==> src/mem_bus_pkg.sv <==
// Memory bus widths and burst geometry shared by every bus master, the arbiter and the memory
package mem_bus_pkg;

    //////////////////////////////////////////////////
    // Bus geometry
    //////////////////////////////////////////////////
    localparam int MEM_WORDS      = 1024;
    localparam int ADDR_W         = $clog2(MEM_WORDS);   // Word addressed
    localparam int DATA_W         = 32;
    localparam int BEATS_PER_LINE = 4;
    localparam int BURST_W        = $clog2(BEATS_PER_LINE) + 1;

    // Cycles from read acceptance to first readdatavalid
    localparam int READ_LATENCY   = 2;

    typedef logic [$clog2(BEATS_PER_LINE)-1:0] beat_idx_t;
    typedef logic [ADDR_W-1:0]                 mem_addr_t;
    typedef logic [DATA_W-1:0]                 mem_data_t;
    typedef logic [BURST_W-1:0]                burst_t;

endpackage

==> src/host_port.sv <==
// Host-side master that turns single-word read/write requests into one-beat memory bus commands
`timescale 1ns/1ps

module host_port
    import mem_bus_pkg::*;
(
    input  logic      clk,
    input  logic      rst_n,
    input  logic      req,
    input  logic      we,
    input  mem_addr_t addr,
    input  mem_data_t wdata,
    output mem_data_t rdata,
    output logic      done,
    output logic      mem_read,
    output logic      mem_write,
    output mem_addr_t mem_addr,
    output burst_t    mem_burstcount,
    output mem_data_t mem_writedata,
    input  logic      mem_waitrequest,
    input  mem_data_t mem_readdata,
    input  logic      mem_readdatavalid
);

    typedef enum logic [1:0] {
        H_IDLE,
        H_CMD,
        H_WAIT
    } state_t;

    state_t state;
    logic   we_q;

    always_ff @(posedge clk) begin
        if (req && state == H_IDLE) begin
            we_q          <= we;
            mem_addr      <= addr;
            mem_writedata <= wdata;
        end
        if (state == H_WAIT && mem_readdatavalid) begin
            rdata <= mem_readdata;
        end
    end

    always_ff @(posedge clk, negedge rst_n) begin
        if (!rst_n) begin
            state <= H_IDLE;
            done  <= 1'b0;
        end else begin
            done <= 1'b0;
            case (state)
                H_IDLE: begin
                    if (req) begin
                        state <= H_CMD;
                    end
                end
                H_CMD: begin
                    if (!mem_waitrequest) begin
                        state <= we_q ? H_IDLE : H_WAIT;
                        done  <= we_q;           // Writes finish on acceptance
                    end
                end
                H_WAIT: begin
                    if (mem_readdatavalid) begin
                        state <= H_IDLE;
                        done  <= 1'b1;
                    end
                end
                default: state <= H_IDLE;
            endcase
        end
    end

    assign mem_read       = state == H_CMD && !we_q;
    assign mem_write      = state == H_CMD && we_q;
    assign mem_burstcount = burst_t'(1);

    // Outside waits for done before the next request
    assert property (@(posedge clk) disable iff (!rst_n) req |-> state == H_IDLE);

endmodule

==> config.mk <==
export PLATFORM = sky130hd
export DESIGN_NAME = host_port
export DESIGN_NICKNAME = d
export VERILOG_FILES = /design/src/mem_bus_pkg.sv /design/src/host_port.sv
export SDC_FILE = /design/constraint.sdc
export NUM_CORES = 1
export LEC_CHECK = 0
export BUFFER_PORTS_ARGS = -buffer_cell sky130_fd_sc_hd__buf_2
export CAP_MARGIN = 0
export CORE_MARGIN = 2
export CORE_UTILIZATION = 29
export CTS_CLUSTER_DIAMETER = 120
export DETAILED_ROUTE_END_ITERATION = 12
export GPL_TIMING_DRIVEN = 0
export PLACE_DENSITY = 0.61
export SLEW_MARGIN = 5
export SYNTH_ARGS = -nofsm -noshare
export SYNTH_HDL_FRONTEND = slang
export SYNTH_SLANG_ARGS = --single-unit
==> constraint.sdc <==
create_clock -name clk -period 3.1 [get_ports clk]
set_input_delay 0.465 -clock clk [delete_from_list [all_inputs] [get_ports clk]]
set_output_delay 0.465 -clock clk [all_outputs]
set_load 0.02 [all_outputs]
==> summary.md <==
| Metric | Value |
|---|---|
| Vias in the first global route | `1,556` |
| Worst vdd ir | `351 uV` |
| Clk_lat worst skew | `0.33 ns` |
| DR iter-0 viols | `25` |
| Initial Util | `30.2%` |
| Pwr/cell area | `780 mW/mm^2` |
| Reg clk slew, reported paths | `0.08 ns` |
| Clk_skew | `0.00606 ns` |
| DP Wirelength | `3.98 mm` |
| Most common cell in the netlist | `edfxtp_1` |
| Setup CP Type | `reg2out` |
| Final worst path period need | `1.86 ns` |
| Clock Tree Buf Depth | `2` |
| Logic pwr share | `22.2%` |
| Final hold vios | `0` |
| Vias post-DR | `1,545` |
| Min-delay worst type | `in2reg` |
| Antenna diodes | `0` |
| CP arrival | `1.40 ns` |
| GRT overflow | `0` |
| Largest net degree at the start of global routing | `34` |
| Met3 WL | `757 um` |
| Post-synthesis sequential area ratio | `93.0%` |
| Core footprint | `0.00830 sq mm` |
| Launching element of the worst setup path | `state[1]` |
| Antenna violations before repair | `0` |
| Fin crit share | `60.0%` |
| Net switching power of the design | `0.818 mW` |
| Area delta synth->final | `46.2%` |
| DRT Wirelength | `5.10 mm` |
| Outcome | `complete, no violations` |
| Worst-path maximum fanout | `3` |
| Die H | `96.9 um` |
| Remaining DRCs | `0` |
| Drt first pass iters | `5` |
| Final Power | `2.86 mW` |
| Port Buffers | `156` |
| Antenna Nets Post-Route | `0` |
| FP Rows | `33` |
| Sw Share | `28.6%` |
| Rel. slew slack | `52.1%` |
| Yosys Warn Count | `0` |
| Max-Cap Viols | `0` |
| Root Driver | `clkbuf_8` |
| Cell taking the most area after synthesis | `edfxtp_1` |
| Clock network fraction of design power | `27.9%` |
| Top FF cell, synth | `edfxtp_1` |
| Internal power | `2.04 mW` |
| Post-synth top area share | `90.0%` |
| Leak | `1.56 nW` |
| CTS tree | `done` |
| CTS H-Tree Depth | `3` |
| Final core utilization | `44.1%` |
| Mapped Area | `0.00250 sq mm` |
| Yosys cell types | `14` |
| RSZ-0062 raised after global routing | `false` |
| WL met2 | `2.29 mm` |
| Seq pwr share | `49.9%` |
| Setup TNS | `0 ns` |
| I/O pin count | `160` |
| Crit start category | `flip-flop` |
| CTS buffer count | `9` |
| Wire per inst | `13.4 um` |
| Post-cts sizing count | `0` |
| Die Wd | `96.9 um` |
| Crit path required time | `2.63 ns` |
| Clock sinks | `78` |
| List of most frequent post-synthesis cells | `edfxtp_1 (75), ha_1 (4), buf_4 (3), dfrtp_1 (3), inv_1 (3)` |
| Via density | `4.07` |
| Max Slew Vio Count | `0` |
| Met1 wire length | `1.99 mm` |
| First-pass GRT wire length | `7.77 mm` |
| Total track usage | `10.8%` |
| Placer congestion estimate | `0.712` |
| Mean Syn Cell Area | `24.8 sq um` |
| Final setup violation count | `0` |
| Post-synthesis instance total | `101` |
| DR top layer | `met4` |
| NumNets Final | `355` |
| Die area | `0.00939 sq mm` |
| EDFF count, synth | `75` |
| Fmax | `537 MHz` |
| RR Startpoint | `state[0]` |
| Share of cells above drive strength 1 | `64.7%` |
| Flops & latches, synth | `78` |
| CP endpoint kind | `output pin` |
| Asr flop ratio synth | `3.85%` |
| Tightest Pin Transition | `0.718 ns` |
| Synth area leaders | `edfxtp_1 (90%), dfrtp_1 (3.0%), ha_1 (2.0%), buf_4 (0.90%), mux2_1 (0.90%)` |
| Hold Path Origin | `mem_readdata[21]` |
## final cells by class
type,instances,area [sq um]
Fill cell,748,4640
Clock buffer,9,124
Timing Repair Buffer,158,811
Tap cell,105,131
Inverter,4,15.0
Sequential cell,78,2330
Clock inverter,6,86.3
Buffer,3,22.5
Multi-Input combinational cell,17,144
## power by group through the flow
stage / sequential, mW / combinational [mW] / clock, mW
finish: 1.43 / 0.633 / 0.798
CTS: 1.43 / 0.646 / 0.827
floorplan: 1.67 / 0.158 / 0
global placement: 1.45 / 0.621 / 0
detailed placement: 1.45 / 0.645 / 0
global route: 1.45 / 0.683 / 0.866
## routing by layer
metal  track usage (%)  vias to the layer above
li1                  -                      716
met3              6.50                        8
met1              12.4                      693
met2              16.3                      128
met5                 0                        -
met4              4.88                        0
## placed cells by master (no fill, tap or decap)
cell type,count
nand2_1,1
edfxtp_1,75
buf_2,156
o221ai_2,1
inv_6,1
buf_4,3
dfrtp_1,3
bufinv_16,2
nor2b_1,2
o21a_1,1
clkinvlp_4,1
conb_1,3
dlygate4sd3_1,1
mux2_1,2
and2_1,1
and2_2,2
clkinv_1,1
clkinv_2,2
ha_1,4
buf_12,1
clkbuf_8,9
inv_1,3
## through the flow
step / setup WS (ns) / hold slack (ns) / std cells / area, sq um
after floorplan: 1.02 / 0.169 / 102 / 2510
final: 1.24 / 0.302 / 380 / 3660
after global routing: 1.08 / 0.268 / 380 / 3660
after global placement: 0.522 / 0.268 / 363 / 3420
after detailed placement: 1.41 / 0.265 / 364 / 3440
after CTS: 1.20 / 0.273 / 380 / 3660
## logic make-up (layout without fill, tap and decap cells)
| family | after synthesis | in the layout | share of synthesized area [%] |
|---|---|---|---|
| compound gates | 2 | 2 | 0.899 |
| other cells | 2 | 3 | 0.300 |
| fa+ha+maj | 4 | 4 | 2.00 |
| simple gates | 6 | 6 | 1.45 |
| buf+inv | 7 | 180 | 1.50 |
| flops | 78 | 78 | 93.0 |
| mux | 2 | 2 | 0.899 |
## critical path, cell delays in order (launching register included)
cell	delay, ns
dfrtp_1	0.41
inv_1	0.10
ha_1	0.19
nor2b_1	0.18
buf_2	0.19
## worst paths after layout
check | endpoint | slack [ns] | cells after the start
setup / recovery | mem_read | 1.24 | 4
hold / removal | rdata[21] | 0.30 | 1
setup reg to reg | rdata[20] | 1.43 | 3
hold reg to reg | state[0] | 0.54 | 1
max in group asynchronous | state[0] | 2.55 | 2
min in group asynchronous | state[1] | 0.45 | 2
## registers in the layout (all words and copies together), names as in the netlist
| signal | count |
|---|---|
| mem_addr | 10 |
| rdata | 32 |
| state | 2 |
| done | 1 |
| we_q | 1 |
| mem_writedata | 32 |
## what timing repair did
action                                  in CTS  in global routing
buffers inserted                             0                  0
endpoints found under the hold margin        3                  0
endpoints found under the setup margin       0                  0
hold buffers                                 1                  0
Power figures use the tool's default switching activity.
