===== config.mk =====
export PLATFORM = sky130hd
export DESIGN_NAME = mem_bus_arbiter
export DESIGN_NICKNAME = d
export VERILOG_FILES = /design/src/mem_bus_pkg.sv /design/src/mem_bus_arbiter.sv
export SDC_FILE = /design/constraint.sdc
export NUM_CORES = 1
export LEC_CHECK = 0
export BUFFER_PORTS_ARGS = -buffer_cell sky130_fd_sc_hd__buf_4
export CELL_PAD_IN_SITES_DETAIL_PLACEMENT = 0
export CELL_PAD_IN_SITES_GLOBAL_PLACEMENT = 2
export CORE_ASPECT_RATIO = 1.75
export CORE_MARGIN = 3
export CORE_UTILIZATION = 12
export CTS_CLUSTER_SIZE = 10
export DETAILED_ROUTE_END_ITERATION = 8
export PLACE_DENSITY_LB_ADDON = 0.1
export SLEW_MARGIN = 10
export SYNTH_ARGS = -nofsm -noshare
export SYNTH_HDL_FRONTEND = slang
export SYNTH_SLANG_ARGS = --single-unit

===== constraint.sdc =====
create_clock -name clk -period 1.7 [get_ports clk]
set_input_delay 0.34 -clock clk [delete_from_list [all_inputs] [get_ports clk]]
set_output_delay 0.34 -clock clk [all_outputs]
set_load 0.005 [all_outputs]

===== src/mem_bus_pkg.sv =====
// Memory bus widths and burst geometry shared by every bus master, the arbiter and the memory
package mem_bus_pkg;

    //////////////////////////////////////////////////
    // Bus geometry
    //////////////////////////////////////////////////
    localparam int MEM_WORDS      = 1024;
    localparam int ADDR_W         = $clog2(MEM_WORDS);   // Word addressed
    localparam int DATA_W         = 32;
    localparam int BEATS_PER_LINE = 4;
    localparam int BURST_W        = $clog2(BEATS_PER_LINE) + 1;

    // Cycles from read acceptance to first readdatavalid
    localparam int READ_LATENCY   = 2;

    typedef logic [$clog2(BEATS_PER_LINE)-1:0] beat_idx_t;
    typedef logic [ADDR_W-1:0]                 mem_addr_t;
    typedef logic [DATA_W-1:0]                 mem_data_t;
    typedef logic [BURST_W-1:0]                burst_t;

endpackage


===== src/mem_bus_arbiter.sv =====
// Two-master round-robin arbiter for the memory bus that keeps the grant for a whole burst
`timescale 1ns/1ps

module mem_bus_arbiter
    import mem_bus_pkg::*;
(
    input  logic      clk,
    input  logic      rst_n,
    // Load/store engine
    input  logic      m0_read,
    input  logic      m0_write,
    input  mem_addr_t m0_addr,
    input  burst_t    m0_burstcount,
    input  mem_data_t m0_writedata,
    output logic      m0_waitrequest,
    output mem_data_t m0_readdata,
    output logic      m0_readdatavalid,
    // Host port
    input  logic      m1_read,
    input  logic      m1_write,
    input  mem_addr_t m1_addr,
    input  burst_t    m1_burstcount,
    input  mem_data_t m1_writedata,
    output logic      m1_waitrequest,
    output mem_data_t m1_readdata,
    output logic      m1_readdatavalid,
    // Memory
    output logic      s_read,
    output logic      s_write,
    output mem_addr_t s_addr,
    output burst_t    s_burstcount,
    output mem_data_t s_writedata,
    input  logic      s_waitrequest,
    input  mem_data_t s_readdata,
    input  logic      s_readdatavalid
);

    logic   req0;
    logic   req1;
    logic   pick;       // Master chosen on an idle bus
    logic   sel;        // Master currently forwarded
    logic   rr;         // 1 gives m1 priority
    logic   grant;
    burst_t due;        // Beats still owed in the held burst

    assign req0 = m0_read || m0_write;
    assign req1 = m1_read || m1_write;
    assign pick = req1 && (!req0 || rr);
    assign sel  = (due != '0) ? grant : pick;

    always_ff @(posedge clk, negedge rst_n) begin
        if (!rst_n) begin
            rr    <= 1'b0;
            grant <= 1'b0;
            due   <= '0;
        end else if (due == '0) begin
            if (req0 || req1) begin
                grant <= pick;
                rr    <= !pick;
                due   <= pick ? m1_burstcount : m0_burstcount;
            end
        end else if ((s_write && !s_waitrequest) || s_readdatavalid) begin
            due <= due - 1'b1;
        end
    end

    assign s_read       = sel ? m1_read       : m0_read;
    assign s_write      = sel ? m1_write      : m0_write;
    assign s_addr       = sel ? m1_addr       : m0_addr;
    assign s_burstcount = sel ? m1_burstcount : m0_burstcount;
    assign s_writedata  = sel ? m1_writedata  : m0_writedata;

    // Losing master just stalls
    assign m0_waitrequest   = sel ? 1'b1 : s_waitrequest;
    assign m1_waitrequest   = sel ? s_waitrequest : 1'b1;
    assign m0_readdatavalid = !sel && s_readdatavalid;
    assign m1_readdatavalid = sel && s_readdatavalid;
    assign m0_readdata      = s_readdata;
    assign m1_readdata      = s_readdata;

    // A burst is never split between masters, every beat lands under a held grant
    assert property (@(posedge clk) disable iff (!rst_n)
        (s_write && !s_waitrequest) || s_readdatavalid |-> due != '0);

endmodule


==> flow_summary_export.csv <==
group,metric,value,unit
worst_setup_path,path_cells,"inv_2, ha_4, nand2b_4, o21a_4, buf_12, buf_16, mux2_4, buf_6",
die,dieHeight,164,µm
status,outcome,"finished with violations",
worst_setup_path,max_stage_delay,380,ps
routing,drc_errors,0,
synth,async_reset_ff_frac,1.00,
sta,max_freq,455,MHz
sta,rsz0062_at_grt,"true",
status,failed_checks,"setup timing",
synth,netlist_area,1700,µm²
clock_network,cts_buffers,3,
clock_network,path_clk_slew,30,ps
hold_path,worstHoldPathType,"primary input to asynchronous set/reset pin",
synth,avgSynthCellArea,10.1,µm²
die,fp-row-count,57,
synth,synth-warning-count,0,
clock_network,clockBufferDepth,2,
clock_network,clkLatencyLatePin,230,ps
synth,syn_inst,169,
die,start_util,0.123,
worst_setup_path,crit_required,1360,ps
routing,dr.pass1.iters,2,
worst_setup_path,slowest_stage,"dfrtp_1",
place,dpl_cell_area,2680,µm²
sta,finalCritPeriodShare,1.29,
clock_network,h-tree-depth,1,
sta,slew_violations,0,
finish,utilization,0.230,
die,fp.coreArea,13900,µm²
worst_setup_path,critPathArrivalTime,1860,ps
global_routing,grt_max_degree,12,
sta,min_period,2200,ps
sta,max_slew_margin,0.771,
worst_setup_path,cp_top_family,"buffers and inverters",
global_routing,grt_pass1_wl,9110,µm
sta,setup_ws,-500,ps
worst_setup_path,path_max_fanout,8,
finish,area_growth,88.1,%
place,dpl.hpwl,5580,µm
place,port_buffers,148,
finish,drive_above_1_share,0.874,
global_routing,grt_overflow,0,
finish,stdcell_area,3210,µm²
global_routing,antenna_found_initial,0,
die,ioPinCount,245,
worst_setup_path,critPathBufInv,4,
worst_setup_path,worst_setup_path_end_kind,"primary output",
finish,fill_cells,1506,
synth,yosysUniqueCellTypes,26,
routing,vias,1627,
synth,synth_edf_count,0,
finish,final_nets,418,
global_routing,grtUsageTotal,0.0766,
pwr,p_leak,1.62,nW
synth,synth_nets,301,
routing,final_antenna_net_count,0,
pwr,ir_worst_vdd,0.000452,V
worst_setup_path,criticalPathCategory,"flop to primary output",
synth,ys_ff_latch,5,
clock_network,cts_tree,"yes",
routing,drt_wl_total,6870,µm
sta,setup_violations,54,
place,gp_congestion,0.660,
clock_network,cts_num_sinks,5,
sta,hold_ws,451,ps
die,die_w,96.1,µm
sta,finalHoldViolations,0,
finish,diodes,0,
clock_network,root_buffer,"clkbuf_16",
sta,tightest_slew,340,ps
routing,first_iter_violations,24,
routing,vias_per_cell,3.52,
sta,skew,0.546,ps
synth,yosysSeqAreaShare,0.0734,
worst_setup_path,cp-start-kind,"flop",
place,dp_slack,-279,ps
job,cap_violations,0,
global_routing,grt_pass1_vias,1789,
routing,wl_per_cell,14.9,µm
die,die-area,15700,µm²
pwr,powerDensity,1720,nW/µm²
synth,synth_flop_cell,"dfrtp_1",
-- registers in the layout (all words and copies together) (netlist names) --
register / flops
due: 3
rr: 1
grant: 1
-- cells in the final DEF (no fill, tap or decap), drive strengths merged, types with 2 or more instances in the layout --
cell,instances
dfrtp,5
mux2,47
buf,180
clkbuf,5
inv,6
o211ai,4
nor2b,2
nand2,5
nor2,3
or3,3
ha,2
a21oi,4
a211oi,2
mux2i,3
nand2b,4
-- metal layers --
layer	global-route usage	wire, µm	vias to the layer above
li1	-	-	750
met1	0.0621	1950	712
met4	0.0188	51	0
met2	0.161	3840	153
met3	0.0281	1030	12
met5	0	0	-
-- cell usage after synthesis (3+ instances only) --
| master | n | area [µm²] |
|---|---|---|
| buf_4 | 64 | 480 |
| dfrtp_1 | 5 | 125 |
| nand2b_1 | 4 | 25.0 |
| nor2_1 | 3 | 11.3 |
| o211ai_1 | 4 | 30.0 |
| mux2i_1 | 3 | 30.0 |
| inv_1 | 6 | 22.5 |
| or3_1 | 3 | 18.8 |
| buf_12 | 4 | 80.1 |
| mux2_4 | 45 | 676 |
| a21oi_1 | 4 | 20.0 |
| nand2_1 | 5 | 18.8 |
-- cell type report --
class / count / area, µm² / share of cell area
Inverter: 6 / 22.5 / 0.00703
Sequential cell: 5 / 125 / 0.0390
Clock buffer: 4 / 78.8 / 0.0246
Multi-Input combinational cell: 88 / 1070 / 0.333
Timing Repair Buffer: 182 / 1690 / 0.527
Tap cell: 177 / 221 / 0.0691
-- where the power goes --
part	switching, mW	total (mW)	leakage (nW)	internal, mW
registers	0.0559	0.240	0.0582	0.184
logic	1.64	4.88	1.52	3.24
clock network	0.0764	0.387	0.0382	0.311
total	1.77	5.50	1.62	3.73
-- repair_timing --
item / CTS / global route
setup buffers: 9 / 1
pin swaps: 4 / 5
gates cloned: 4 / 1
endpoints found under the setup margin: 53 / 54
gates resized for setup: 45 / 19
hold endpoints to repair: 5 / 0
hold buffers: 1 / 0
-- per-stage QoR --
stage / TNS, ps / cells / total power [mW]
5_1_grt: -27590 / 462 / 5.88
4_1_cts: -24220 / 461 / 5.43
3_5_place_dp: -11430 / 444 / 3.88
3_3_place_gp: -11290 / 444 / 3.93
2_1_floorplan: -2290 / 169 / 2.59
6_report: -23770 / 462 / 5.50
-- path summary, 6_finish.rpt --
kind,from,end,slack [ps],depth (start not counted)
setup / recovery,due[1],s_writedata[16],-500,8
hold / removal,rst_n,grant,450,2
setup reg to reg,due[0],due[1],-230,11
hold reg to reg,due[1],due[1],560,2
max in group asynchronous,rst_n,due[1],1140,2
min in group clk,m1_burstcount[0],due[0],460,3
-- logic make-up after synthesis --
| kind of cell | synth area share |
|---|---|
| buffers and inverters | 0.355 |
| muxes | 0.427 |
| and+or+nand+nor | 0.0617 |
| AOI/OAI and AO/OA | 0.0675 |
| DFF | 0.0734 |
| adders and majority gates | 0.0147 |
Power figures use the tool's default switching activity.
