==> src/mem_bus_pkg.sv <==
// Memory bus widths and burst geometry shared by every bus master, the arbiter and the memory
package mem_bus_pkg;

    //////////////////////////////////////////////////
    // Bus geometry
    //////////////////////////////////////////////////
    localparam int MEM_WORDS      = 1024;
    localparam int ADDR_W         = $clog2(MEM_WORDS);   // Word addressed
    localparam int DATA_W         = 32;
    localparam int BEATS_PER_LINE = 4;
    localparam int BURST_W        = $clog2(BEATS_PER_LINE) + 1;

    // Cycles from read acceptance to first readdatavalid
    localparam int READ_LATENCY   = 2;

    typedef logic [$clog2(BEATS_PER_LINE)-1:0] beat_idx_t;
    typedef logic [ADDR_W-1:0]                 mem_addr_t;
    typedef logic [DATA_W-1:0]                 mem_data_t;
    typedef logic [BURST_W-1:0]                burst_t;

endpackage

==> src/vec_pkg.sv <==
// Register-file geometry and line types shared by the vector memory RTL and its testbench
package vec_pkg;

    //////////////////////////////////////////////////
    // Register file geometry
    //////////////////////////////////////////////////
    localparam int RF_LINES  = 64;
    localparam int RF_ADDR_W = $clog2(RF_LINES);
    localparam int LINE_W    = 128;                  // Four memory beats per line

    typedef logic [RF_ADDR_W-1:0] rf_addr_t;         // Register line index
    typedef logic [RF_ADDR_W:0]   line_cnt_t;        // Job length, 1 to RF_LINES
    typedef logic [LINE_W-1:0]    rf_line_t;         // Beat 0 in the low word

endpackage
==> src/rf_ldst.sv <==
// Load/store engine that copies whole register lines between burst memory and the register file
`timescale 1ns/1ps

module rf_ldst
    import vec_pkg::*;
    import mem_bus_pkg::*;
(
    input  logic      clk,
    input  logic      rst_n,
    input  logic      load_start,
    input  logic      store_start,
    input  mem_addr_t mem_addr_in,
    input  rf_addr_t  rf_addr_in,
    input  line_cnt_t line_num,
    output logic      done,
    output logic      mem_read,
    output logic      mem_write,
    output mem_addr_t mem_addr,
    output burst_t    mem_burstcount,
    output mem_data_t mem_writedata,
    input  logic      mem_waitrequest,
    input  mem_data_t mem_readdata,
    input  logic      mem_readdatavalid,
    output rf_addr_t  rf_addr,
    output logic      rf_we,
    output logic      rf_re,
    output rf_line_t  rf_data,
    input  rf_line_t  rf_q
);

    typedef enum logic [2:0] {
        S_IDLE,
        S_RD_CMD,
        S_RD_BEATS,
        S_RF_WRITE,
        S_RF_READ,
        S_WR_CMD,
        S_WR_BEATS
    } state_t;

    state_t    state;
    state_t    state_nxt;
    mem_addr_t mem_addr_q;
    rf_addr_t  rf_addr_q;
    line_cnt_t lines_left;
    mem_data_t line_buf [BEATS_PER_LINE];
    beat_idx_t beat_idx;
    logic      last_beat;
    logic      rf_pend;         // rf_q valid this cycle
    logic      start;
    logic      line_nxt;
    logic      beat_inc;
    logic      buf_ld_mem;
    logic      buf_ld_rf;

    assign start     = (load_start || store_start) && state == S_IDLE;
    assign last_beat = beat_idx == beat_idx_t'(BEATS_PER_LINE - 1);

    //////////////////////////////////////////////////
    // Job counters
    //////////////////////////////////////////////////
    always_ff @(posedge clk, negedge rst_n) begin
        if (!rst_n) begin
            lines_left <= '0;
        end else if (start) begin
            lines_left <= line_num;
        end else if (line_nxt) begin
            lines_left <= lines_left - 1'b1;
        end
    end

    always_ff @(posedge clk) begin
        if (start) begin
            mem_addr_q <= mem_addr_in;
            rf_addr_q  <= rf_addr_in;
        end else if (line_nxt) begin
            mem_addr_q <= mem_addr_q + mem_addr_t'(BEATS_PER_LINE);  // One line of words
            rf_addr_q  <= rf_addr_q + 1'b1;
        end
    end

    //////////////////////////////////////////////////
    // Line buffer
    //////////////////////////////////////////////////
    always_ff @(posedge clk) begin
        if (buf_ld_rf) begin
            for (int i = 0; i < BEATS_PER_LINE; i++) begin
                line_buf[i] <= rf_q[i*DATA_W +: DATA_W];
            end
        end else if (buf_ld_mem) begin
            line_buf[beat_idx] <= mem_readdata;
        end
    end

    always_comb begin
        for (int i = 0; i < BEATS_PER_LINE; i++) begin
            rf_data[i*DATA_W +: DATA_W] = line_buf[i];
        end
    end

    assign mem_addr       = mem_addr_q;
    assign mem_burstcount = burst_t'(BEATS_PER_LINE);    // Always a full line
    assign mem_writedata  = line_buf[beat_idx];
    assign rf_addr        = rf_addr_q;
    assign done           = state == S_IDLE;

    //////////////////////////////////////////////////
    // State machine
    //////////////////////////////////////////////////
    always_ff @(posedge clk, negedge rst_n) begin
        if (!rst_n) begin
            state    <= S_IDLE;
            beat_idx <= '0;
            rf_pend  <= 1'b0;
        end else begin
            state   <= state_nxt;
            rf_pend <= rf_re;
            if (beat_inc) begin
                beat_idx <= beat_idx + 1'b1;     // Wraps to 0 after the last beat
            end
        end
    end

    always_comb begin
        state_nxt  = state;
        mem_read   = 1'b0;
        mem_write  = 1'b0;
        rf_we      = 1'b0;
        rf_re      = 1'b0;
        line_nxt   = 1'b0;
        beat_inc   = 1'b0;
        buf_ld_mem = 1'b0;
        buf_ld_rf  = 1'b0;
        case (state)
            S_IDLE: begin
                if (load_start) begin
                    state_nxt = S_RD_CMD;
                end else if (store_start) begin
                    state_nxt = S_RF_READ;
                end
            end
            S_RD_CMD: begin
                mem_read = 1'b1;
                if (!mem_waitrequest) begin
                    state_nxt = S_RD_BEATS;
                end
            end
            S_RD_BEATS: begin
                if (mem_readdatavalid) begin
                    buf_ld_mem = 1'b1;
                    beat_inc   = 1'b1;
                    if (last_beat) begin
                        state_nxt = S_RF_WRITE;
                    end
                end
            end
            S_RF_WRITE: begin
                rf_we     = 1'b1;
                line_nxt  = 1'b1;
                state_nxt = (lines_left == 1) ? S_IDLE : S_RD_CMD;
            end
            S_RF_READ: begin
                // First cycle reads the RAM, second captures the line
                rf_re     = !rf_pend;
                buf_ld_rf = rf_pend;
                if (rf_pend) begin
                    state_nxt = S_WR_CMD;
                end
            end
            S_WR_CMD: begin
                mem_write = 1'b1;                // Beat 0 rides with the command
                if (!mem_waitrequest) begin
                    beat_inc  = 1'b1;
                    state_nxt = S_WR_BEATS;
                end
            end
            S_WR_BEATS: begin
                mem_write = 1'b1;
                if (!mem_waitrequest) begin
                    beat_inc = 1'b1;
                    if (last_beat) begin
                        line_nxt  = 1'b1;
                        state_nxt = (lines_left == 1) ? S_IDLE : S_RF_READ;
                    end
                end
            end
            default: state_nxt = S_IDLE;
        endcase
    end

    // Control unit never asks for both directions at once
    assert property (@(posedge clk) disable iff (!rst_n) !(load_start && store_start));

    // Beat index rests at zero between jobs
    assert property (@(posedge clk) disable iff (!rst_n)
        state == S_IDLE |-> beat_idx == '0);

endmodule

==> config.mk <==
export PLATFORM = sky130hd
export DESIGN_NAME = rf_ldst
export DESIGN_NICKNAME = d
export VERILOG_FILES = /design/src/mem_bus_pkg.sv /design/src/vec_pkg.sv /design/src/rf_ldst.sv
export SDC_FILE = /design/constraint.sdc
export NUM_CORES = 1
export LEC_CHECK = 0
export BUFFER_PORTS_ARGS = -buffer_cell sky130_fd_sc_hd__buf_4
export CORE_AREA = 2 2 144 146
export CTS_CLUSTER_SIZE = 16
export DETAILED_ROUTE_END_ITERATION = 6
export DIE_AREA = 0 0 146 148
export PLACE_DENSITY = 0.7
export SLEW_MARGIN = 15
export SYNTH_ARGS = -nofsm -noshare
export SYNTH_HDL_FRONTEND = slang
export SYNTH_SLANG_ARGS = --single-unit
==> constraint.sdc <==
create_clock -name clk -period 5.4 [get_ports clk]
set_input_delay 1.08 -clock clk [delete_from_list [all_inputs] [get_ports clk]]
set_output_delay 1.08 -clock clk [all_outputs]
set_load 0.005 [all_outputs]
==> flow_summary.toml, run 1 <==
[run]
maxCapViolCount = 0

[pwr]
intPower_mw = 3.24
p_total_mw = 4.74
pwr-share-comb_pct = 34.5
power_leakage_nw = 4.64
powerDensity_mw_per_mm2 = 415
peakVddDrop_uv = 209
seqPwrFrac_pct = 42.7
power.share.clock_pct = 22.7
switching_share_pct = 31.6
switchingPower_mw = 1.50

[grt]
antenna_found_initial = 0
grt_pass1_vias = 6183
grt_pass1_wl_mm = 37.5
grt_overflow = 0
grt_max_degree = 39
grt_usage_pct = 23.3

[sta]
finalHoldViolCount = 0
max_freq_mhz = 281
rsz0062_at_grt = "false"
fin_worst_skew_ns = 0.0107
drv_slew = 0
setup_viol = 0
finalCritPeriodShare_pct = 66.0
tightestPinTransition_ns = 1.15
slew-limit-headroom_pct = 23.5
fin_setup_tns_ns = 0
finalCriticalPeriod_ns = 3.56

[worst_hold_path]
holdPathEnd = "rf_pend"
min_from = "rf_pend"
hold_path_class = "flop to flop"
holdPathStages = 1

[detailed_routing]
drtPass1Iterations = 4
drtIter0Drc = 366
ant_nets = 0
viasPerCell = 5.17
vias = 5870
wire_per_inst_um = 22.5
routed_wl_mm = 25.5
drc = 0

[worst_setup_path]
crit_top_cell = "buf_4"
crit_arrival_ns = 2.48
rr_endpoint = "line_buf[1][31]"
critPathMaxStageDelay_ns = 0.77
crit_chain = "buf_4 > mux4_2 > buf_4"
crit_path_top_delay_cell = "dfrtp_2"
cp.required_ns = 4.32
path_class = "flop to output port"
reg2reg_slack_ns = 1.96
crit_path_max_fanout = 23
endpoint_kind = "output port"
r2r_cells = 4
cp-start-kind = "flop"
rr_startpoint = "state[2]"

[final_layout]
final_core_util_pct = 57.0
syn_to_final_growth_pct = 43.8
nets = 1047
drive_above_1_share_pct = 61.0
fillers = 1708
diodes = 0

[logic_synthesis]
avgSynthCellArea_um2 = 16.1
ys.warnings.count = 0
syn_inst = 493
mappedNetlistArea_mm2 = 0.00795
synthDistinctLibCells = 43
yosysTopAreaCell = "edfxtp_1"
synth-seq-area-share_pct = 58.5
synth.top_cell.area_share_pct = 54.4
synthTopCellsByArea = "edfxtp_1 54%, mux2_2 10%, mux4_2 9.1%"
synth_seq_cells = 157

[clock_tree]
clock_latency_ns = 0.42
htreeDepth = 4
holdBufCountCts = 0
cts_tree = "built"
clock-sinks = 157
path_clk_slew_ns = 0.06
ctsResizeCount = 0
root_buffer = "clkbuf_16"
cts_buffers = 17
post_cts_buffers = 0
clock_path_buffers = 2

[run_status]
status = "complete, no violations"

[die]
ios = 373
die-area_mm2 = 0.0216
start_util_pct = 39.6
die_h_um = 148
num_rows = 52
die_w_um = 146
core_mm2 = 0.0200

[place]
place_hpwl_mm = 18.6
port-buffer-count = 369
gp_congestion = 0.803
## final cells by class
type                    count  area, µm²  share of cell area, %
flip-flops and latches    157       4650                   40.7
inverters                   6       22.5                  0.197
multi-input cells         300       3100                   27.1
repair buffers            371       2790                   24.4
clock inverters            15       98.8                  0.865
clock buffers              17        425                   3.72
well taps                 270        338                   2.96
## per-layer routing
layer	vias up	share of wire [%]	global-route usage (%)	wire, µm
met5	-	0	0	0
met4	0	1.3	6.80	333
met3	22	7.1	5.68	1810
met2	285	53	41.6	13600
met1	2923	38	28.2	9780
li1	2640	-	-	-
## cells by family (layout without fill, tap and decap cells)
logic type,after synthesis,in the layout,share of synthesized area [%]
AOI/OAI and AO/OA,38,38,2.74
muxes,162,162,28.0
adders and majority gates,5,5,0.787
other,2,3,0.0945
DFF,157,157,58.5
xor gates and xnor gates,16,16,1.76
and+or+nand+nor,76,76,5.50
buffers and inverters,37,409,2.63
## cell usage in the layout (no fill, tap or decap), types with 3 or more instances in the layout
cell / n
buf_4: 371
edfxtp_1: 144
mux2_2: 73
mux2_1: 47
mux4_2: 32
nand2_1: 26
o21ai_0: 20
clkbuf_16: 17
xor2_1: 12
nor2_1: 11
dfrtp_1: 11
nand3_1: 10
mux2_4: 10
a21oi_1: 7
and2_1: 5
inv_1: 5
ha_1: 5
clkinv_1: 4
xnor2_1: 4
o211ai_1: 4
clkinv_2: 4
nor3_1: 3
nand2_2: 3
conb_1: 3
inv_6: 3
clkinv_4: 3
## critical path, delay by kind of cell (launching register included)
kind | cells | cell delay [ns]
flops | 1 | 0.77
buf+inv | 2 | 0.69
mux | 1 | 0.59
## state kept, by name, summed over array words and instances (netlist names)
signal      count
rf_pend         1
beat_idx        2
lines_left      7
rf_addr         6
mem_addr       10
line_buf      128
state           3
## worst max-delay path by stage
| stage | from | end | slack, ns | cells after the start |
|---|---|---|---|---|
| after global routing | beat_idx[0] | mem_writedata[5] | 1.64 | 3 |
| after global placement | mem_readdatavalid | line_buf[1][6] | 1.34 | 5 |
| after detailed placement | mem_readdatavalid | line_buf[1][12] | 1.33 | 5 |
| after floorplan | mem_readdatavalid | line_buf[0][0] | 2.35 | 4 |
| after CTS | beat_idx[0] | mem_writedata[8] | 1.70 | 3 |
| final | beat_idx[0] | mem_writedata[8] | 1.84 | 3 |
## synth_stat cells
cell and instances:
nor2b_1 2, o21ba_2 1, o21ai_1 1, nor2_8 1, clkinv_1 1, mux2_4 10
o311ai_0 1, nor4_1 1, xnor2_1 4, and2_1 5, nor3_1 3, o21ai_0 20
a21oi_1 7, inv_1 5, ha_1 5, and3_1 2, dfrtp_1 13, buf_1 1
buf_6 5, mux2_2 73, and4bb_2 1, nor4_4 1, mux4_2 32, nand2_1 29
nor4b_1 2, buf_4 3, a221oi_1 1, o22ai_1 2, clkbuf_1 5, buf_2 17
a21boi_0 1, nand3_1 10, mux2_1 47, nor2_1 11, nand3b_1 1, o211ai_1 4
or2b_1 1, nand3b_4 2, xor2_1 12, conb_1 2, nand2b_1 3, nand2b_4 1
edfxtp_1 144
## through the flow
stage	cells	setup slack, ns	area [µm²]	hold WS (ns)
floorplan	494	2.35	7950	0.451
global placement	1104	1.34	10900	0.454
detailed placement	1104	1.33	10900	0.458
CTS	1136	1.70	11400	0.466
global route	1136	1.64	11400	0.497
finish	1136	1.84	11400	0.467
## power groups by stage
stage / Clock (mW) / Combinational [mW] / Sequential [mW]
global route: 1.14 / 1.77 / 2.06
detailed placement: 0 / 1.66 / 2.04
floorplan: 0 / 0.893 / 1.86
finish: 1.08 / 1.64 / 2.02
global placement: 0 / 1.64 / 2.04
CTS: 1.09 / 1.66 / 2.03
Note: power is estimated with default switching activity, not from simulation.
==> run 2, diff against run 1 <==
CORE_AREA = 2 2 146 148   (was 2 2 144 146)
DIE_AREA = 0 0 148 150   (was 0 0 146 148)
PLACE_DENSITY = 0.68   (was 0.7)
clock period = 3.3 ns   (was 5.4 ns; I/O delays follow)
==> flow_summary.toml, run 2 (same netlist as run 1, synthesis figures left out) <==
[sta]
fin_worst_skew_ns = 0.0195
fin_setup_tns_ns = 0
max_freq_mhz = 352
finalHoldViolCount = 0
finalCriticalPeriod_ns = 2.84
hold_ws_ns = 0.0749
finalCritPeriodShare_pct = 86.1
slew-limit-headroom_pct = 58.6
rsz0062_at_grt = "false"
tightestPinTransition_ns = 0.620
setup_viol = 0
drv_slew = 0

[pwr]
power_leakage_nw = 4.75
powerDensity_mw_per_mm2 = 692
peakVddDrop_uv = 360
p_total_mw = 8.08

[place]
place_inst = 1123
gp_congestion = 0.816
port-buffer-count = 369
place_hpwl_mm = 19.0

[final_layout]
syn_to_final_growth_pct = 46.8
nets = 1061
fillers = 1755
diodes = 0
largest-register = "line_buf"
seq_area_mm2 = 0.00465
final_cell_count_no_fill = 1155
final_common_cell = "buf_4"
drive_above_1_share_pct = 61.7
largest_reg_flops = 128
final_cell_mix = "380 x buf_4, 144 x edfxtp_1, 73 x mux2_2"
multi_input_area_mm2 = 0.00310

[worst_setup_path]
crit_arrival_ns = 2.18
endpoint_kind = "output port"
critPathMaxStageDelay_ns = 0.77
cp-start-kind = "flop"
crit_path_top_delay_cell = "dfrtp_2"
rr_endpoint = "line_buf[1][1]"
path_class = "flop to output port"
crit_chain = "buf_4 > mux4_2 > buf_4"
r2r_cells = 4
reg2reg_slack_ns = 0.83
crit_path_max_fanout = 20
rr_startpoint = "beat_idx[1]"
crit_top_cell = "buf_4"
cp.required_ns = 2.64

[die]
die_w_um = 148
die-area_mm2 = 0.0222
core_mm2 = 0.0207
ios = 373
num_rows = 53
start_util_pct = 38.4
die_h_um = 150

[detailed_routing]
drtPass1Iterations = 4
routed_wl_mm = 25.7
drc = 0
vias = 5950
drtIter0Drc = 331
wire_per_inst_um = 22.3
ant_nets = 0
viasPerCell = 5.15

[clock_tree]
clock_latency_ns = 0.43
root_buffer = "clkbuf_16"
post_cts_buffers = 0
cts_buffers = 17
path_clk_slew_ns = 0.07
ctsResizeCount = 0
holdBufCountCts = 0
clock_path_buffers = 2
htreeDepth = 4
cts_tree = "built"
clock-sinks = 157

[grt]
grt_max_degree = 34
grt_pass1_vias = 6109
grt_pass1_wl_mm = 37.0
grt_overflow = 0
grt_usage_pct = 22.9
antenna_found_initial = 0

[run_status]
status = "complete, no violations"

[worst_hold_path]
hold_path_class = "primary input to asynchronous set/reset pin"

[run]
maxCapViolCount = 0
run 2: changes by cell type in the layout (fill, tap and decap cells not counted):
cell / delta
clkinv_1: -2
clkinv_2: -3
bufinv_16: +2
buf_4: +9
buf_12: +5
clkbuf_1: +1
inv_6: -1
inv_8: +3
run 2: metal layers:
layer  share of wire [%]  global-route usage (%)  up-vias
met5                   0                       0        -
met4                 1.9                    7.38        0
met3                 8.6                    6.65       26
met2                  50                    38.0      306
met1                  40                    29.0     2947
li1                    -                       -     2671
run 2: power by group:
group          switching, mW  internal (mW)  leakage [nW]  total [mW]
registers              0.421           2.76          1.47        3.18
clock network          0.850           1.13         0.284        1.98
logic                   1.25           1.65          3.00        2.91
total                   2.53           5.55          4.75        8.08
run 2: how the worst max path moves through the flow:
| stage | to | start | depth (start not counted) | slack (ns) |
|---|---|---|---|---|
| 3_5_place_dp | line_buf[1][31] | beat_idx[1] | 4 | 0.78 |
| 6_report | mem_writedata[12] | beat_idx[1] | 3 | 0.46 |
| 4_1_cts | mem_writedata[12] | beat_idx[1] | 3 | 0.42 |
| 3_3_place_gp | line_buf[1][31] | beat_idx[1] | 4 | 0.84 |
| 2_1_floorplan | line_buf[0][0] | mem_readdatavalid | 4 | 0.67 |
| 5_1_grt | mem_writedata[12] | beat_idx[1] | 3 | 0.38 |
run 2: metrics by stage:
stage | utilization, % | worst slack, ns | cell area [µm²]
final | 56.4 | 0.459 | 11700
after CTS | 56.4 | 0.419 | 11700
after global placement | 53.5 | 0.838 | 11100
after floorplan | - | 0.673 | 7950
after detailed placement | 53.5 | 0.780 | 11100
after global routing | 56.4 | 0.383 | 11700
run 2: area by class of cell:
| cell class | instances | area share, % |
|---|---|---|
| clock buffers | 18 | 3.68 |
| clock inverters | 14 | 1.38 |
| flip-flops and latches | 157 | 39.9 |
| inverters | 6 | 0.193 |
| multi-input cells | 300 | 26.6 |
| repair buffers | 385 | 25.3 |
| well taps | 275 | 2.95 |
run 2: worst max-delay path: cells and delay by family, from the launching register on:
| family | cells | cell delay (ns) |
|---|---|---|
| buf+inv | 2 | 0.60 |
| flops | 1 | 0.77 |
| mux | 1 | 0.39 |
==> run 3, diff against run 2 <==
BUFFER_PORTS_ARGS = default   (was -buffer_cell sky130_fd_sc_hd__buf_4)
CORE_AREA = 2 2 144 146   (was 2 2 146 148)
DIE_AREA = 0 0 146 148   (was 0 0 148 150)
DONT_BUFFER_PORTS = 1   (was default)
GPL_ROUTABILITY_DRIVEN = 0   (was default)
PLACE_DENSITY = default   (was 0.68)
==> flow_summary.toml, run 3 (same netlist as run 1, synthesis figures left out) <==
[worst_setup_path]
crit_path_top_delay_cell = "dfrtp_1"
path_class = "flop to flop"
cp.required_ns = 3.46
crit_path_max_fanout = 18
critPathMaxStageDelay_ns = 0.50
crit_arrival_ns = 2.67
crit_chain = "nand2b_1 > nor2_8 > nand3b_4 > buf_12 > mux2_1"
cp-start-kind = "flop"
endpoint_kind = "flop"

[clock_tree]
cts_buffers = 17
htreeDepth = 4
root_buffer = "clkbuf_16"
ctsResizeCount = 0
cts_tree = "built"
clock_latency_ns = 0.42
path_clk_slew_ns = 0.07
clock-sinks = 157
clock_path_buffers = 2

[grt]
antenna_found_initial = 1
grt_max_degree = 38
grt_usage_pct = 19.9
grt_pass1_vias = 4947
grt_overflow = 0
grt_pass1_wl_mm = 31.9

[pwr]
power_leakage_nw = 2.98
powerDensity_mw_per_mm2 = 785
p_total_mw = 6.98
peakVddDrop_uv = 351

[sta]
drv_slew = 0
finalCriticalPeriod_ns = 2.51
finalHoldViolCount = 0
rsz0062_at_grt = "false"
finalCritPeriodShare_pct = 75.9
max_freq_mhz = 399
layout_setup_ws_ns = 0.794
fin_worst_skew_ns = 0.0105
fin_setup_tns_ns = 0
setup_viol = 0
tightestPinTransition_ns = 0.640
slew-limit-headroom_pct = 57.2

[die]
die_w_um = 146
start_util_pct = 39.6
die_h_um = 148
num_rows = 52
die-area_mm2 = 0.0216
ios = 373
core_mm2 = 0.0200

[worst_hold_path]
hold_path_class = "primary input to flop"

[place]
place_ws_ns = 0.721
place_hpwl_mm = 15.8
place_area_mm2 = 0.00830
port-buffer-count = 0

[final_layout]
fillers = 1824
largest_reg_flops = 128
syn_to_final_growth_pct = 11.9
final_common_cell = "edfxtp_1"
final_area_mm2 = 0.00889
drive_above_1_share_pct = 34.6
final_cell_mix = "144 x edfxtp_1, 73 x mux2_2, 47 x mux2_1"
nets = 695
largest-register = "line_buf"

[detailed_routing]
drtPass1Iterations = 6
vias = 4455
ant_nets = 0
drc = 0
viasPerCell = 5.68
drtIter0Drc = 181
wire_per_inst_um = 27.8
routed_wl_mm = 21.8

[run]
maxCapViolCount = 0

[run_status]
status = "complete, no violations"
==> run 3: cell count changes in the layout (fill, tap and decap cells not counted) <==
cell / before / now
clkbuf_1: 1 / 0
bufinv_16: 2 / 1
buf_12: 5 / 4
clkinv_4: 3 / 1
inv_6: 2 / 6
diode_2: 0 / 1
clkinv_1: 2 / 1
clkinvlp_4: 2 / 3
dlygate4sd3_1: 0 / 1
buf_4: 380 / 14
==> run 3: worst max-delay path, delay by kind of cell, from the launching register on <==
| family | cells | cell delay, ns |
|---|---|---|
| buffers and inverters | 1 | 0.29 |
| DFF | 1 | 0.50 |
| muxes | 1 | 0.32 |
| and+or+nand+nor | 3 | 1.12 |
==> run 3: worst paths after layout <==
| check | from | to | slack [ns] | cells after the start |
|---|---|---|---|---|
| setup / recovery | state[2] | line_buf[1][6] | 0.79 | 5 |
| hold / removal | mem_waitrequest | state[1] | 0.36 | 1 |
| setup reg to reg | state[2] | line_buf[1][6] | 0.79 | 5 |
| hold reg to reg | rf_pend | rf_pend | 0.50 | 1 |
| max in group asynchronous | rst_n | beat_idx[1] | 2.14 | 1 |
| min in group asynchronous | rst_n | lines_left[3] | 0.71 | 1 |
==> run 3: power breakdown <==
part	total [mW]	switching [mW]	internal, mW
Sequential	3.18	0.409	2.77
Clock	1.93	0.860	1.07
Combinational	1.87	1.03	0.844
Total	6.98	2.30	4.68
==> run 3: stage by stage <==
stage | std cells | hold slack, ns | util [%]
2_1_floorplan | 494 | 0.364 | -
3_3_place_gp | 751 | 0.365 | 41.4
3_5_place_dp | 751 | 0.365 | 41.4
4_1_cts | 784 | 0.335 | 44.3
5_1_grt | 784 | 0.331 | 44.3
6_report | 785 | 0.359 | 44.4
==> run 3: layout make-up <==
class,count,area (µm²),area share [%]
Tap cell,270,338,3.80
Sequential cell,157,4650,52.3
Clock buffer,17,425,4.79
Antenna cell,1,2.50,0.0282
Inverter,6,22.5,0.253
Timing Repair Buffer,19,195,2.20
Clock inverter,15,153,1.72
Multi-Input combinational cell,300,3100,34.9
==> run 3: timing repair <==
item	in CTS	in global routing
hold buffers	1	0
endpoints found under the hold margin	13	0
buffers inserted	0	0
==> run 3: routing by layer <==
metal	vias up	wire length (µm)	GRT usage (%)
met5	-	0	0
met4	0	160	3.54
met3	12	2010	8.92
met2	237	11300	34.6
met1	2272	8370	23.1
li1	1934	-	-
